`src/logic/alu_op_pkg.sv`:
```
package alu_op_pkg;

   typedef enum logic [3:0] {
      OP_ADD  = 4'd0,
      OP_SUB  = 4'd1,
      OP_AND  = 4'd2,
      OP_OR   = 4'd3,
      OP_XOR  = 4'd4,
      OP_SLT  = 4'd5,
      OP_SLTU = 4'd6,
      OP_EQ   = 4'd7,
      OP_SLL  = 4'd8,
      OP_SRL  = 4'd9,
      OP_SRA  = 4'd10
   } alu_op_e;

   typedef struct packed {
      logic       sub;
      logic       shift_op;
      logic [1:0] bool_op;   // 0 xor, 1 xnor, 2 or, 3 and
      logic       cmp_eq;
      logic       cmp_sig;
      logic       sh_right;
      logic       sh_signed;
      logic [3:0] rd_sel;    // {bool, cmp, shift, add}
      logic       two_pass;
   } alu_ctrl_t;

endpackage

```
`src/logic/serial_pkg.sv`:
```
package serial_pkg;

   // Datapath word width
   localparam int XLEN = 32;

   // Bits needed to index one word, also the shift amount width
   localparam int IDX_W = $clog2(XLEN);

   // Operand B bits that carry the shift amount
   localparam int SHAMT_BITS = IDX_W;

   localparam logic [IDX_W-1:0] CNT_LAST = IDX_W'(XLEN - 1);

   typedef logic [XLEN-1:0]  word_t;
   typedef logic [IDX_W-1:0] shamt_t;
   typedef logic [IDX_W-1:0] cnt_t;

endpackage

```
`src/logic/alu_ctrl_regs.sv`:
```
`timescale 1ns/1ps

module alu_ctrl_regs (
   input  logic                  clk,
   input  logic                  i_rst_n,
   input  logic                  i_start,
   input  logic                  i_busy,
   input  alu_op_pkg::alu_op_e   i_op,
   output alu_op_pkg::alu_ctrl_t o_ctrl
);
   import alu_op_pkg::*;

   alu_op_e op_q;

   always_ff @(posedge clk) begin
      if (!i_rst_n)
         op_q <= OP_ADD;
      else if (i_start && !i_busy)
         op_q <= i_op;
   end

   always_comb begin
      o_ctrl = '0;
      case (op_q)
         OP_ADD:  o_ctrl.rd_sel = 4'b0001;
         OP_SUB: begin
            o_ctrl.sub    = 1'b1;
            o_ctrl.rd_sel = 4'b0001;
         end
         OP_AND: begin
            o_ctrl.bool_op = 2'd3;
            o_ctrl.rd_sel  = 4'b1000;
         end
         OP_OR: begin
            o_ctrl.bool_op = 2'd2;
            o_ctrl.rd_sel  = 4'b1000;
         end
         OP_XOR:  o_ctrl.rd_sel = 4'b1000;
         OP_SLT, OP_SLTU, OP_EQ: begin
            o_ctrl.sub      = 1'b1; // Compare on a - b
            o_ctrl.cmp_sig  = (op_q == OP_SLT);
            o_ctrl.cmp_eq   = (op_q == OP_EQ);
            o_ctrl.rd_sel   = 4'b0100;
            o_ctrl.two_pass = 1'b1;
         end
         OP_SLL, OP_SRL, OP_SRA: begin
            o_ctrl.shift_op  = 1'b1;
            o_ctrl.sh_right  = (op_q != OP_SLL);
            o_ctrl.sh_signed = (op_q == OP_SRA);
            o_ctrl.rd_sel    = 4'b0010;
            o_ctrl.two_pass  = 1'b1;
         end
         default: o_ctrl.rd_sel = 4'b0001;
      endcase
   end

endmodule

```
`src/logic/bit_sequencer.sv`:
```
`timescale 1ns/1ps

module bit_sequencer (
   input  logic                  clk,
   input  logic                  i_rst_n,
   input  logic                  i_start,
   input  alu_op_pkg::alu_ctrl_t i_ctrl,
   input  logic                  i_sh_stall,
   input  logic                  i_sh_done,
   output logic                  o_load,
   output logic                  o_en,
   output logic                  o_cnt0,
   output logic                  o_cnt_done,
   output logic                  o_shamt_en,
   output logic                  o_pass2,
   output logic                  o_busy,
   output logic                  o_done
);
   import serial_pkg::*;

   typedef enum logic [2:0] {IDLE, PASS1, SKIP, PASS2, DONE} state_e;

   state_e state;
   cnt_t   cnt;
   logic   counting;

   assign counting   = (state == PASS1) || (state == PASS2);
   assign o_load     = i_start && (state == IDLE);
   assign o_busy     = (state != IDLE);
   assign o_done     = (state == DONE);
   assign o_pass2    = (state == SKIP) || (state == PASS2);
   assign o_cnt0     = (cnt == '0);
   assign o_cnt_done = counting && (cnt == CNT_LAST);
   // Stall cycles still emit a zero bit but the ALU does no work
   assign o_en       = (state == PASS1) || (state == SKIP) || ((state == PASS2) && !i_sh_stall);
   assign o_shamt_en = (state == PASS1) && i_ctrl.shift_op && (cnt < cnt_t'(SHAMT_BITS));

   always_ff @(posedge clk) begin
      if (!i_rst_n) begin
         state <= IDLE;
         cnt   <= '0;
      end else begin
         if (o_load)
            cnt <= '0;
         else if (counting)
            cnt <= cnt + 1'b1; // Wraps to zero at the end of a pass
         case (state)
            IDLE:  if (i_start) state <= PASS1;
            PASS1: if (o_cnt_done) begin
               if (!i_ctrl.two_pass)
                  state <= DONE;
               else if (i_ctrl.sh_right && !i_sh_done)
                  state <= SKIP;
               else
                  state <= PASS2;
            end
            SKIP:  if (i_sh_done) state <= PASS2;
            PASS2: if (o_cnt_done) state <= DONE;
            default: state <= IDLE;
         endcase
      end
   end

endmodule

```
`src/logic/operand_sreg.sv`:
```
`timescale 1ns/1ps

module operand_sreg (
   input  logic              clk,
   input  logic              i_rst_n,
   input  logic              i_load,
   input  serial_pkg::word_t i_d,
   input  logic              i_shift,
   input  logic              i_sin,
   output logic              o_sout,
   output serial_pkg::word_t o_q
);
   import serial_pkg::*;

   word_t q;

   always_ff @(posedge clk) begin
      if (!i_rst_n)
         q <= '0;
      else if (i_load)
         q <= i_d;
      else if (i_shift)
         q <= {i_sin, q[XLEN-1:1]}; // LSB leaves first
   end

   assign o_sout = q[0];
   assign o_q    = q;

endmodule

```
`src/logic/serial_alu.sv`:
```
`timescale 1ns/1ps

module serial_alu (
   input  logic                  clk,
   input  logic                  i_en,
   input  logic                  i_cnt0,
   input  logic                  i_cnt_done,
   input  logic                  i_shamt_en,
   input  logic                  i_pass2,
   input  alu_op_pkg::alu_ctrl_t i_ctrl,
   input  logic                  i_sh_stall,
   input  logic                  i_rs1,
   input  logic                  i_rs2,
   output serial_pkg::shamt_t    o_shamt,
   output logic                  o_cmp,
   output logic                  o_rd
);
   import serial_pkg::*;

   // Indexed by {bool_op, rs1, rs2}
   localparam logic [15:0] BOOL_LUT = 16'h8E96;

   logic   add_a;
   logic   add_b;
   logic   add_cin;
   logic   add_cy;
   logic   add_cy_r;
   logic   result_add;
   logic   result_lt;
   logic   result_eq;
   logic   result_sh;
   logic   result_bool;
   logic   eq_r;
   logic   cmp_r;
   shamt_t shamt;

   assign add_a = i_rs1 & ~i_ctrl.shift_op;
   assign add_b = i_rs2 ^ i_ctrl.sub;
   // Sub bit is the carry in on the first bit of a pass
   assign add_cin = i_cnt0 ? i_ctrl.sub : add_cy_r;
   assign {add_cy, result_add} = add_a + add_b + add_cin;

   // Sign bit of the 33-bit difference, only meaningful on the last bit
   assign result_lt = (i_rs1 & i_ctrl.cmp_sig) ^ ~(i_rs2 & i_ctrl.cmp_sig) ^ add_cy;

   assign result_eq   = ~result_add & eq_r;
   assign result_sh   = i_rs1 & ~i_sh_stall;
   assign result_bool = BOOL_LUT[{i_ctrl.bool_op, i_rs1, i_rs2}];

   assign o_rd = (i_ctrl.rd_sel[0] & result_add) |
                 (i_ctrl.rd_sel[1] & result_sh) |
                 (i_ctrl.rd_sel[2] & cmp_r & i_cnt0 & i_pass2) |
                 (i_ctrl.rd_sel[3] & result_bool);

   assign o_cmp   = cmp_r;
   assign o_shamt = shamt;

   always_ff @(posedge clk) begin
      add_cy_r <= add_cy;
      eq_r     <= result_eq | ~i_en;

      if (i_en && i_cnt_done && !i_pass2)
         cmp_r <= i_ctrl.cmp_eq ? result_eq : result_lt;

      // Low bits of B arrive first
      if (i_shamt_en)
         shamt <= {i_rs2, shamt[$bits(shamt_t)-1:1]};
   end

endmodule

```
`src/logic/serial_alu_top.sv`:
```
`timescale 1ns/1ps

module serial_alu_top (
   input  logic                clk,
   input  logic                i_rst_n,
   input  logic                i_start,
   input  alu_op_pkg::alu_op_e i_op,
   input  serial_pkg::word_t   i_a,
   input  serial_pkg::word_t   i_b,
   output logic                o_busy,
   output logic                o_done,
   output serial_pkg::word_t   o_result,
   output logic                o_cmp
);
   import serial_pkg::*;
   import alu_op_pkg::*;

   alu_ctrl_t ctrl;
   shamt_t    shamt;
   word_t     a_q;
   logic      load, en, cnt0, cnt_done, shamt_en, pass2;
   logic      sh_stall, sh_done, rd, a_sout, b_sout;

   // A rotates in pass 1 so shifts still see it whole in pass 2
   wire a_sin     = pass2 ? (ctrl.sh_signed & a_q[XLEN-1]) : a_sout;
   wire res_shift = en | sh_stall;

   alu_ctrl_regs u_ctrl (
      .clk(clk), .i_rst_n(i_rst_n), .i_start(i_start), .i_busy(o_busy),
      .i_op(i_op), .o_ctrl(ctrl));

   bit_sequencer u_seq (
      .clk(clk), .i_rst_n(i_rst_n), .i_start(i_start), .i_ctrl(ctrl),
      .i_sh_stall(sh_stall), .i_sh_done(sh_done), .o_load(load), .o_en(en),
      .o_cnt0(cnt0), .o_cnt_done(cnt_done), .o_shamt_en(shamt_en),
      .o_pass2(pass2), .o_busy(o_busy), .o_done(o_done));

   serial_shift u_shift (
      .clk(clk), .i_rst_n(i_rst_n), .i_load(cnt_done), .i_shamt(shamt),
      .i_right(ctrl.sh_right), .i_active(pass2 & ctrl.shift_op), .o_sh_stall(sh_stall),
      .o_sh_done(sh_done));

   serial_alu u_alu (
      .clk(clk), .i_en(en), .i_cnt0(cnt0), .i_cnt_done(cnt_done),
      .i_shamt_en(shamt_en), .i_pass2(pass2), .i_ctrl(ctrl), .i_sh_stall(sh_stall),
      .i_rs1(a_sout), .i_rs2(b_sout), .o_shamt(shamt), .o_cmp(o_cmp), .o_rd(rd));

   operand_sreg u_a_reg (
      .clk(clk), .i_rst_n(i_rst_n), .i_load(load), .i_d(i_a), .i_shift(en),
      .i_sin(a_sin), .o_sout(a_sout), .o_q(a_q));

   operand_sreg u_b_reg (
      .clk(clk), .i_rst_n(i_rst_n), .i_load(load), .i_d(i_b), .i_shift(en),
      .i_sin(1'b0), .o_sout(b_sout), .o_q());

   operand_sreg u_res_reg (
      .clk(clk), .i_rst_n(i_rst_n), .i_load(load), .i_d('0), .i_shift(res_shift),
      .i_sin(rd), .o_sout(), .o_q(o_result));

endmodule

```
`src/logic/serial_shift.sv`:
```
`timescale 1ns/1ps

module serial_shift (
   input  logic                 clk,
   input  logic                 i_rst_n,
   input  logic                 i_load,
   input  serial_pkg::shamt_t   i_shamt,
   input  logic                 i_right,
   input  logic                 i_active,
   output logic                 o_sh_stall,
   output logic                 o_sh_done
);
   import serial_pkg::*;

   shamt_t count;

   // Left shifts insert zeros at the bottom while the count runs
   assign o_sh_stall = i_active && !i_right && (count != '0);

   // Looks one cycle ahead so the last dropped bit and the
   // switch to pass 2 fall in the same cycle
   always_comb begin
      if (i_load)
         o_sh_done = (i_shamt == '0);
      else
         o_sh_done = (count <= shamt_t'(1));
   end

   always_ff @(posedge clk) begin
      if (!i_rst_n)
         count <= '0;
      else if (i_load)
         count <= i_shamt;
      else if (i_active && (count != '0))
         count <= count - 1'b1;
   end

endmodule

```
`config.mk`:
```
export PLATFORM = sky130hd
export DESIGN_NAME = serial_alu_top
export DESIGN_NICKNAME = d
export VERILOG_FILES = /design/src/logic/alu_op_pkg.sv /design/src/logic/serial_pkg.sv /design/src/logic/alu_ctrl_regs.sv /design/src/logic/bit_sequencer.sv /design/src/logic/operand_sreg.sv /design/src/logic/serial_alu.sv /design/src/logic/serial_alu_top.sv /design/src/logic/serial_shift.sv
export SDC_FILE = /design/constraint.sdc
export NUM_CORES = 1
export LEC_CHECK = 0
export CAP_MARGIN = 20
export CORE_MARGIN = 4
export CORE_UTILIZATION = 50
export CTS_CLUSTER_DIAMETER = 60
export DETAILED_ROUTE_END_ITERATION = 10
export DONT_BUFFER_PORTS = 1
export PLACE_DENSITY_LB_ADDON = 0.1
export SLEW_MARGIN = 5
export SYNTH_ARGS = -nofsm -noshare
export SYNTH_HDL_FRONTEND = slang
export SYNTH_SLANG_ARGS = --single-unit
```
`constraint.sdc`:
```
create_clock -name clk -period 3.3 [get_ports clk]
set_input_delay 0.66 -clock clk [delete_from_list [all_inputs] [get_ports clk]]
set_output_delay 0.66 -clock clk [all_outputs]
set_load 0.01 [all_outputs]
```
# After elaboration in Yosys (flattened, before gate mapping)
# Memories as Yosys holds them, arrays and structs flattened.
# Cells that the tools add are included.
# word_totals
ff_bits	121
rom_bits	16
input_bits	71
out_inout_bits	35
wordCells	126
n_memories	1
# classes
add_sub_neg	4
magnitude_cmp	3
eq_ne	20
mux	25
bitwise_logic	27
reduce_logical	35
# memory_table
memory	words	word_bits	rd	rd_ports_with_merged_regs	wr	line_no	text
(name not given)	16	1	1	0	0	serial_alu.sv:48	assign result_bool = BOOL_LUT[{i_ctrl.bool_op, i_rs1, i_rs2}];
# ops
cell	n
$mux W32	4
$eq A4 B3 Y1 const B	4
$mux W3	5
$and A1 B1 Y1	13
$eq A4 B4 Y1 const B	3
$logic_and A1 B1 Y1	12
$pmux W3 S4	1
$pmux W4 S3	1
$logic_not A5 Y1	2
$mux W5	2
$mux W1	9
$reduce_or A3 Y1	3
$eq A4 B2 Y1 const B	2
$eq A3 B2 Y1 const B	2
$ne A2 B1 Y1 const B	3
$not A1 Y1	6
$reduce_or A6 Y1	1
$add A5 B1 Y5 const B	1
$eq A5 B5 Y1 const B	1
$le A5 B1 Y1 const B	1
$logic_not A1 Y1	5
$lt A4 B5 Y1 const B	1
$lt A5 B3 Y1 const B	1
$or A1 B1 Y1	5
other kinds (19)	26

# Logic depth before layout (Yosys ltp)
# Gate-level depths: netlist of run 1.
# logic_depth
word_depth	12
mapped_depth	9

# Modules after synthesis
# A second synthesis of run 1 with hierarchy kept.
# hier_totals
hier_cells	617
hier_area_um2	6970.4
# by_module_without_submodules
module	instances	cells_per_inst	area_per_inst_um2	seq_area_each_um2
operand_sreg	3	142	1785.5	640.6
bit_sequencer	1	58	493.0	160.2
serial_alu	1	37	425.4	220.2
serial_shift	1	46	347.8	100.1
alu_ctrl_regs	1	44	317.8	80.1
serial_alu_top	1	6	30.0	0.0

# Worst setup path before layout of run 1
# OpenSTA, ideal clock, no wires.
# synth_path
kind	flip-flop to flip-flop
from	reg u_seq.cnt[0]
to	reg u_res_reg.q[31], in the netlist u_res_reg.o_q[31]
t_arrival_ns	2.372
t_required_ns	3.209
path_slack_ns	0.837
path_stages_with_launch	10
n_path_buf	0
synth_period_minus_slack_ns	2.463
path_cell_list	dfxtp_1 inv_1 ha_1 nor4b_1 mux2i_1 fa_1 or2_2 a211oi_1 a31oi_1 a311oi_1
# synth_via
elab_chain_cells	7
# synth_rtl
item	line_no	text
start, declared	bit_sequencer.sv:24	cnt_t cnt;
start signal, assigned	bit_sequencer.sv:46	cnt <= cnt + 1'b1;
$logic_not A5 Y1 (*)	bit_sequencer.sv:32	assign o_cnt0 = (cnt == '0);
$mux W1	serial_alu.sv:40	assign add_cin = i_cnt0 ? i_ctrl.sub : add_cy_r;
$add A2 B1 Y2	serial_alu.sv:41	assign {add_cy, result_add} = add_a + add_b + add_cin;
$and A1 B1 Y1	serial_alu.sv:50	assign o_rd = (i_ctrl.rd_sel[0] & result_add) |
$or A1 B1 Y1	serial_alu.sv:50	
$or A1 B1 Y1 (*)	serial_alu.sv:51	(i_ctrl.rd_sel[1] & result_sh) |
$or A1 B1 Y1 (*)	serial_alu.sv:52	(i_ctrl.rd_sel[2] & cmp_r & i_cnt0 & i_pass2) |
end signal, assigned	operand_sreg.sv:21	q <= i_d;
end signal, assigned	operand_sreg.sv:23	q <= {i_sin, q[XLEN-1:1]};
end, declared	operand_sreg.sv:15	word_t q;
# Mark *: on every way between the ends. The rest lies on a longest branch, timed or not.
# A chain may end at the register's enable or synchronous reset.

# Worst setup path in the final report of run 1
# layout_path
from	reg u_seq.cnt[1]
to	reg u_res_reg.q[31], in the netlist u_res_reg.o_q[31]
# The elaborated chain is that of the path after synthesis.

==> results of run 1 <==
## power groups by stage
stage	combinational (mW)	sequential, mW	clock, mW
final	0.213	1.58	1.78
after global routing	0.239	1.59	1.87
after CTS	0.214	1.58	1.80
after detailed placement	0.211	1.61	0
after global placement	0.205	1.61	0
after floorplan	0.192	1.60	0
## flip-flops by register name (all words and copies together) (netlist names)
name and flops:
u_a_reg.o_q 32, u_alu.add_cy_r 1, u_alu.eq_r 1, u_alu.o_cmp 1, u_alu.o_shamt 5, u_b_reg.o_q 32, u_ctrl.op_q 4, u_res_reg.o_q 32
u_seq.cnt 5, u_seq.state 3, u_shift.count 5
## synth_stat cells (3+ instances only)
cell	instances
xnor2_1	6
o21ai_0	10
a211oi_1	4
nand3b_1	5
inv_1	11
ha_1	8
buf_2	15
nand2_1	77
edfxtp_1	6
clkbuf_1	33
nor3_1	8
dfxtp_1	115
a31oi_1	3
nor2_1	23
a21oi_1	41
and2_1	3
or3_1	5
and3_1	62
or4_1	3
or2_2	3
a221o_1	61
mux2i_1	3
## worst max-delay path, stage by stage, from the launching register on
cell      delay, ns
dfxtp_1        0.33
inv_1          0.09
ha_1           0.15
nor4b_1        0.43
mux2i_1        0.31
fa_1           0.48
or2_2          0.32
a211oi_1       0.26
a31oi_1        0.07
a311oi_1       0.28
## stage by stage
step	utilization	instance area [um2]	power, mW	instances	hold slack [ns]
after detailed placement	0.520	5100	1.82	632	0.461
after floorplan	-	5080	1.79	542	0.429
after global placement	0.520	5100	1.82	632	0.452
final	0.578	5680	3.57	665	0.285
after CTS	0.578	5680	3.60	663	0.266
after global routing	0.578	5680	3.70	663	0.273
## cell type report
class                           count  area (um2)  area share
Clock inverter                     13         144      0.0253
Inverter                           12        45.0     0.00793
Antenna cell                        2        5.00    0.000881
Tap cell                          133         166      0.0293
Multi-Input combinational cell    360        2360       0.416
Clock buffer                       18         428      0.0753
Sequential cell                   121        2480       0.437
Timing Repair Buffer                6        45.0     0.00793
## cells by family after synthesis
| family | count (synthesis) | synth area share |
|---|---|---|
| adder cells (fa/ha/maj) | 9 | 0.0237 |
| AND/OR/NAND/NOR | 206 | 0.213 |
| flip-flops | 121 | 0.489 |
| buffers and inverters | 61 | 0.0495 |
| multiplexers | 3 | 0.00591 |
| AO/OA/AOI/OAI | 134 | 0.205 |
| XOR/XNOR | 8 | 0.0138 |
## path summary, 6_finish.rpt
| path | end | slack [ns] | depth (start not counted) |
|---|---|---|---|
| hold / removal | u_ctrl.op_q[1] | 0.29 | 2 |
| setup / recovery | u_res_reg.o_q[31] | 0.50 | 9 |
| setup reg to reg | u_res_reg.o_q[31] | 0.50 | 9 |
| hold reg to reg | u_b_reg.o_q[30] | 0.47 | 2 |
## per-layer routing
layer,track usage,vias to the layer above,part of all wire
met5,0,-,0
met2,0.287,130,0.44
met1,0.252,1835,0.46
met4,0.0685,0,0.0084
li1,-,1964,-
met3,0.0770,10,0.089
==> metrics.md, run 1 <==
| Metric | Value |
|---|---|
| Minimum clock period | 2.80 ns |
| Die area | 11800 um2 |
| Crit Path Class | reg -> reg |
| First-pass GRT wire length | roughly 18000 um |
| YS warnings | 0 |
| Vias in the first global route | between 3000 and 4000 |
| Die width | 109 um |
| WP data required | approximately 3.7 ns |
| Hold-fix buffer count after cts | 0 |
| Synthesis-stage register bit count | ~120 |
| Comb pwr share | 0.060 |
| Hold Path Class | in -> reg |
| Async set-reset flop share out of synthesis | 0 |
| Sinks on Clock Net | between 100 and 150 |
| GRT Total Usage | 0.192 |
| Setup Skew | 0.0128 ns |
| Clock Tree Buf Depth | 2 |
| DP Worst Slack | between 0.5 and 0.6 ns |
| H-tree Lvls | 4 |
| Commonest cells after routing, fill and taps aside | 115 x dfxtp_1, 77 x nand2_1, 62 x and3_1 |
| Sequential power share | 0.443 |
| Fillers | approximately 890 |
| WL final | approximately 11000 um |
| Ys flop type | dfxtp_1 |
| Worst Path Arrival | roughly 3.2 ns |
| Cts repair resizes | 0 |
| # setup viols final | 0 |
| Dpl hpwl | approximately 7300 um |
| Clock power frac | 0.497 |
| DR DRC count | 0 |
| Die Ht | 109 um |
| EDFF count, synth | 6 |
| Area fraction of the dominant cell type after synthesis | 0.453 |
| Max Cap Viol | 0 |
| Root Buffer | clkbuf_8 |
| Largest net degree at the start of global routing | between 70 and 80 |
| Final WS setup | about 0.50 ns |
| Count of buffers from port buffering | 0 |
| # IOs | about 110 |
| Vias | ~3900 |
| Crit path launch type | flop |
| Leak | roughly 2.2 nW |
| Detailed Route Iter0 Violations | 353 |
| Seq/Total Area, Yosys | 0.489 |
| Pwr Density | between 600 and 700 nW/um2 |
| Starting Density | 0.517 |
| CTS tree | built |
| CP Capture Type | flop |
| Max Clock Freq | roughly 0.36 GHz |
| Slew @ Worst Pin | between 0.6 and 0.7 ns |
| Num CTS Buffers | 17 |
| Commonest non-fill, non-tap cell in the layout | dfxtp_1 |
| Post-synthesis cell type count | 52 |
| Post-CTS Setup Bufs | 0 |
| Crit Path Max Fanout | 4 |
| Final hold vios | 0 |
| GRT overflow | 0 |
| Fin Setup TNS | 0 ns |
| Cell-internal power | 2.73 mW |
| Final period util | 0.847 |
| 1st-pass router iterations | 5 |
| Fin nets | about 600 |
| Clock transition at the registers of the reported paths | 0.06 ns |
| Worst VDD drop | ~0.00028 V |
| DR WL/cell | 16.7 um |
| Routability cong. | 0.816 |
| Initial antenna violation count | 0 |
| Area Overhead vs Synth | 11.9% |
| Mapped Area | 5080 um2 |
| Status | finished clean |
| Sw power | between 0.8 and 0.9 mW |
| Placement Rows | 36 |
| Rel. slew slack | 0.534 |
| Synth Area per Inst | 9.37 um2 |
| Slew Viols, Final | 0 |
| Clock Latency Late Sink | 0.51 ns |
| Worst r2r src | u_seq.cnt[1] |
| Core Footprint | around 9800 um2 |
| Switching portion of total power | 0.237 |
| Syn nets | a little over 600 |
| Ranking of synthesized cells by area | dfxtp_1 45%, a221o_1 12%, and3_1 7.6% |
| RSZ-0062 raised after global routing | no |
| CP startpoint | u_seq.cnt[1] |
| Hold_sp | i_op[1] |
| Largest area contributor in the netlist | dfxtp_1 |
| Via density | just under 6 |
| Layout cells sized above 1 | 0.0887 |
| Detail Route Antenna Nets | 0 |
| Post-Synthesis Cells | roughly 540 |
Power figures use the tool's default switching activity.
==> run 2, diff against run 1 <==
==> constraint.sdc (replaced) <==
create_clock -name clk -period 2.85 [get_ports clk]
set_input_delay 0.57 -clock clk [delete_from_list [all_inputs] [get_ports clk]]
set_output_delay 0.57 -clock clk [all_outputs]
set_load 0.01 [all_outputs]
==> run 2 against run 1 <==
  * Sequential power up 16%
  * Sequential share of layout area down 0.84 points
  * Wire length up 2.3%
  * Power up 21%
  * Critical path depth up 1
  * Final area up 2.0%
  * Via count up 3.1%
  * Critical endpoint unchanged
  * Largest power group unchanged
==> metrics.md, run 2 (same netlist as run 1, synthesis figures left out) <==
| Metric | Value |
|---|---|
| Layout cells sized above 1 | 0.0972 |
| Max Clock Freq | approximately 0.39 GHz |
| Final WS setup | about 0.26 ns |
| Met3 Routed Length | between 1000 and 1500 um |
| Post-CTS Setup Bufs | 0 |
| Count of buffers from port buffering | 0 |
| Area Overhead vs Synth | 14.0% |
| Cts repair resizes | 0 |
| Fin nets | 602 |
| Instance count on the critical path | 10 |
| H-tree Lvls | 4 |
| Commonest non-fill, non-tap cell in the layout | dfxtp_1 |
| Final hold vios | 0 |
| Sinks on Clock Net | between 100 and 150 |
| Largest net degree at the start of global routing | 74 |
| RSZ-0062 raised after global routing | no |
| Clock Tree Buf Depth | 2 |
| Slew Viols, Final | 0 |
| Die Ht | approximately 110 um |
| Metal-1 WL | 5020 um |
| Crit Path Max Fanout | 5 |
| Placement Rows | 36 |
| Worst Path Arrival | about 3.0 ns |
| Dpl hpwl | 7390 um |
| Crit path launch type | flop |
| Final non-filler cell total | 671 |
| Commonest cells after routing, fill and taps aside | 115 x dfxtp_1, 77 x nand2_1, 62 x and3_1 |
| Detailed Route Iter0 Violations | around 320 |
| WL met2 | approximately 5100 um |
| R2R cell count | 10 |
| Pwr Density | 746 nW/um2 |
| Max Cap Viol | 0 |
| Fin Setup TNS | 0 ns |
| First-pass GRT wire length | approximately 19000 um |
| Crit-path cells | inv_1, ha_1, nor4b_1, buf_4, mux2i_1, fa_1, or2_2, a211oi_1, a31oi_1, a311oi_1 |
| Initial antenna violation count | 2 |
| Die area | 11800 um2 |
| Leak | 2.29 nW |
| Die width | between 100 and 150 um |
| Hold path depth | 2 |
| GRT overflow | 0 |
| # IOs | 106 |
| Minimum clock period | about 2.6 ns |
| Inst Count DP | ~640 |
| Routability cong. | between 0.8 and 0.9 |
| # setup viols final | 0 |
| Slew @ Worst Pin | 0.673 ns |
| Crit Path Class | reg -> reg |
| Worst path bufs/invs | 2 |
| Slowest stage delay, CP | 0.47 ns |
| CP max stage cell | fa_1 |
| Clock transition at the registers of the reported paths | around 0.06 ns |
| Worst VDD drop | around 0.00037 V |
| CTS tree | built |
| Vias | 4062 |
| Status | finished clean |
| Num CTS Buffers | 17 |
| DP Worst Slack | between 0.2 and 0.3 ns |
| Highest Signal Layer | met4 |
| GRT Total Usage | 0.199 |
| Family with the most delay on the worst path | adder cells |
| Hold Path Class | in -> reg |
| Root Buffer | clkbuf_8 |
| WP data required | roughly 3.3 ns |
| Core Footprint | about 9800 um2 |
| DR WL/cell | roughly 17 um |
| Final period util | 0.908 |
| CP Capture Type | flop |
| FF-to-FF setup slack | 0.26 ns |
| Detail Route Antenna Nets | 0 |
| Vias in the first global route | about 3700 |
| Setup Skew | ~0.0066 ns |
| DR DRC count | 0 |
| WL final | approximately 11000 um |
| 1st-pass router iterations | 5 |
| Starting Density | 0.517 |
| Clock Latency Late Sink | approximately 0.51 ns |
| Via density | between 6 and 7 |
| Hold-fix buffer count after cts | 0 |
| Rel. slew slack | 0.551 |
==> run 2: path summary, 6_finish.rpt <==
check | start | endpoint
worst min register to register | u_b_reg.o_q[30] | u_b_reg.o_q[30]
worst max register to register | u_seq.cnt[0] | u_res_reg.o_q[31]
worst min-delay path | i_op[2] | u_ctrl.op_q[2]
worst max-delay path | u_seq.cnt[0] | u_res_reg.o_q[31]
==> run 2: worst register-to-register path, cell delays in order, from the launching register on <==
cell	delay [ns]
dfxtp_1	0.35
inv_1	0.07
ha_1	0.13
nor4b_1	0.23
buf_4	0.17
mux2i_1	0.23
fa_1	0.47
or2_2	0.30
a211oi_1	0.20
a31oi_1	0.06
a311oi_1	0.28
==> run 2: layer usage <==
layer,up-vias,global-route usage
li1,1967,-
met1,1941,0.266
met2,139,0.284
met3,15,0.0894
met4,0,0.0685
met5,-,0
==> run 2: area by class of cell <==
cell class	count	area, um2
Antenna cell	3	7.51
Inverter	12	45.0
Timing Repair Buffer	10	100
Clock inverter	12	159
Fill cell	898	4030
Sequential cell	121	2480
Tap cell	133	166
Clock buffer	20	467
Multi-Input combinational cell	360	2360
==> run 2: through the flow <==
| step | power, mW | utilization | hold WS [ns] | cell area (um2) |
|---|---|---|---|---|
| floorplan | 2.07 | - | 0.429 | 5080 |
| global placement | 2.11 | 0.525 | 0.452 | 5160 |
| detailed placement | 2.12 | 0.525 | 0.451 | 5160 |
| CTS | 4.35 | 0.589 | 0.177 | 5780 |
| global route | 4.50 | 0.590 | 0.180 | 5790 |
| finish | 4.32 | 0.590 | 0.195 | 5790 |
==> run 2: report_power, final <==
group	total [mW]	internal, mW	switching (mW)	leakage, nW
Sequential	1.83	1.78	0.0543	0.994
Clock	2.23	1.44	0.792	0.312
Combinational	0.256	0.114	0.142	0.985
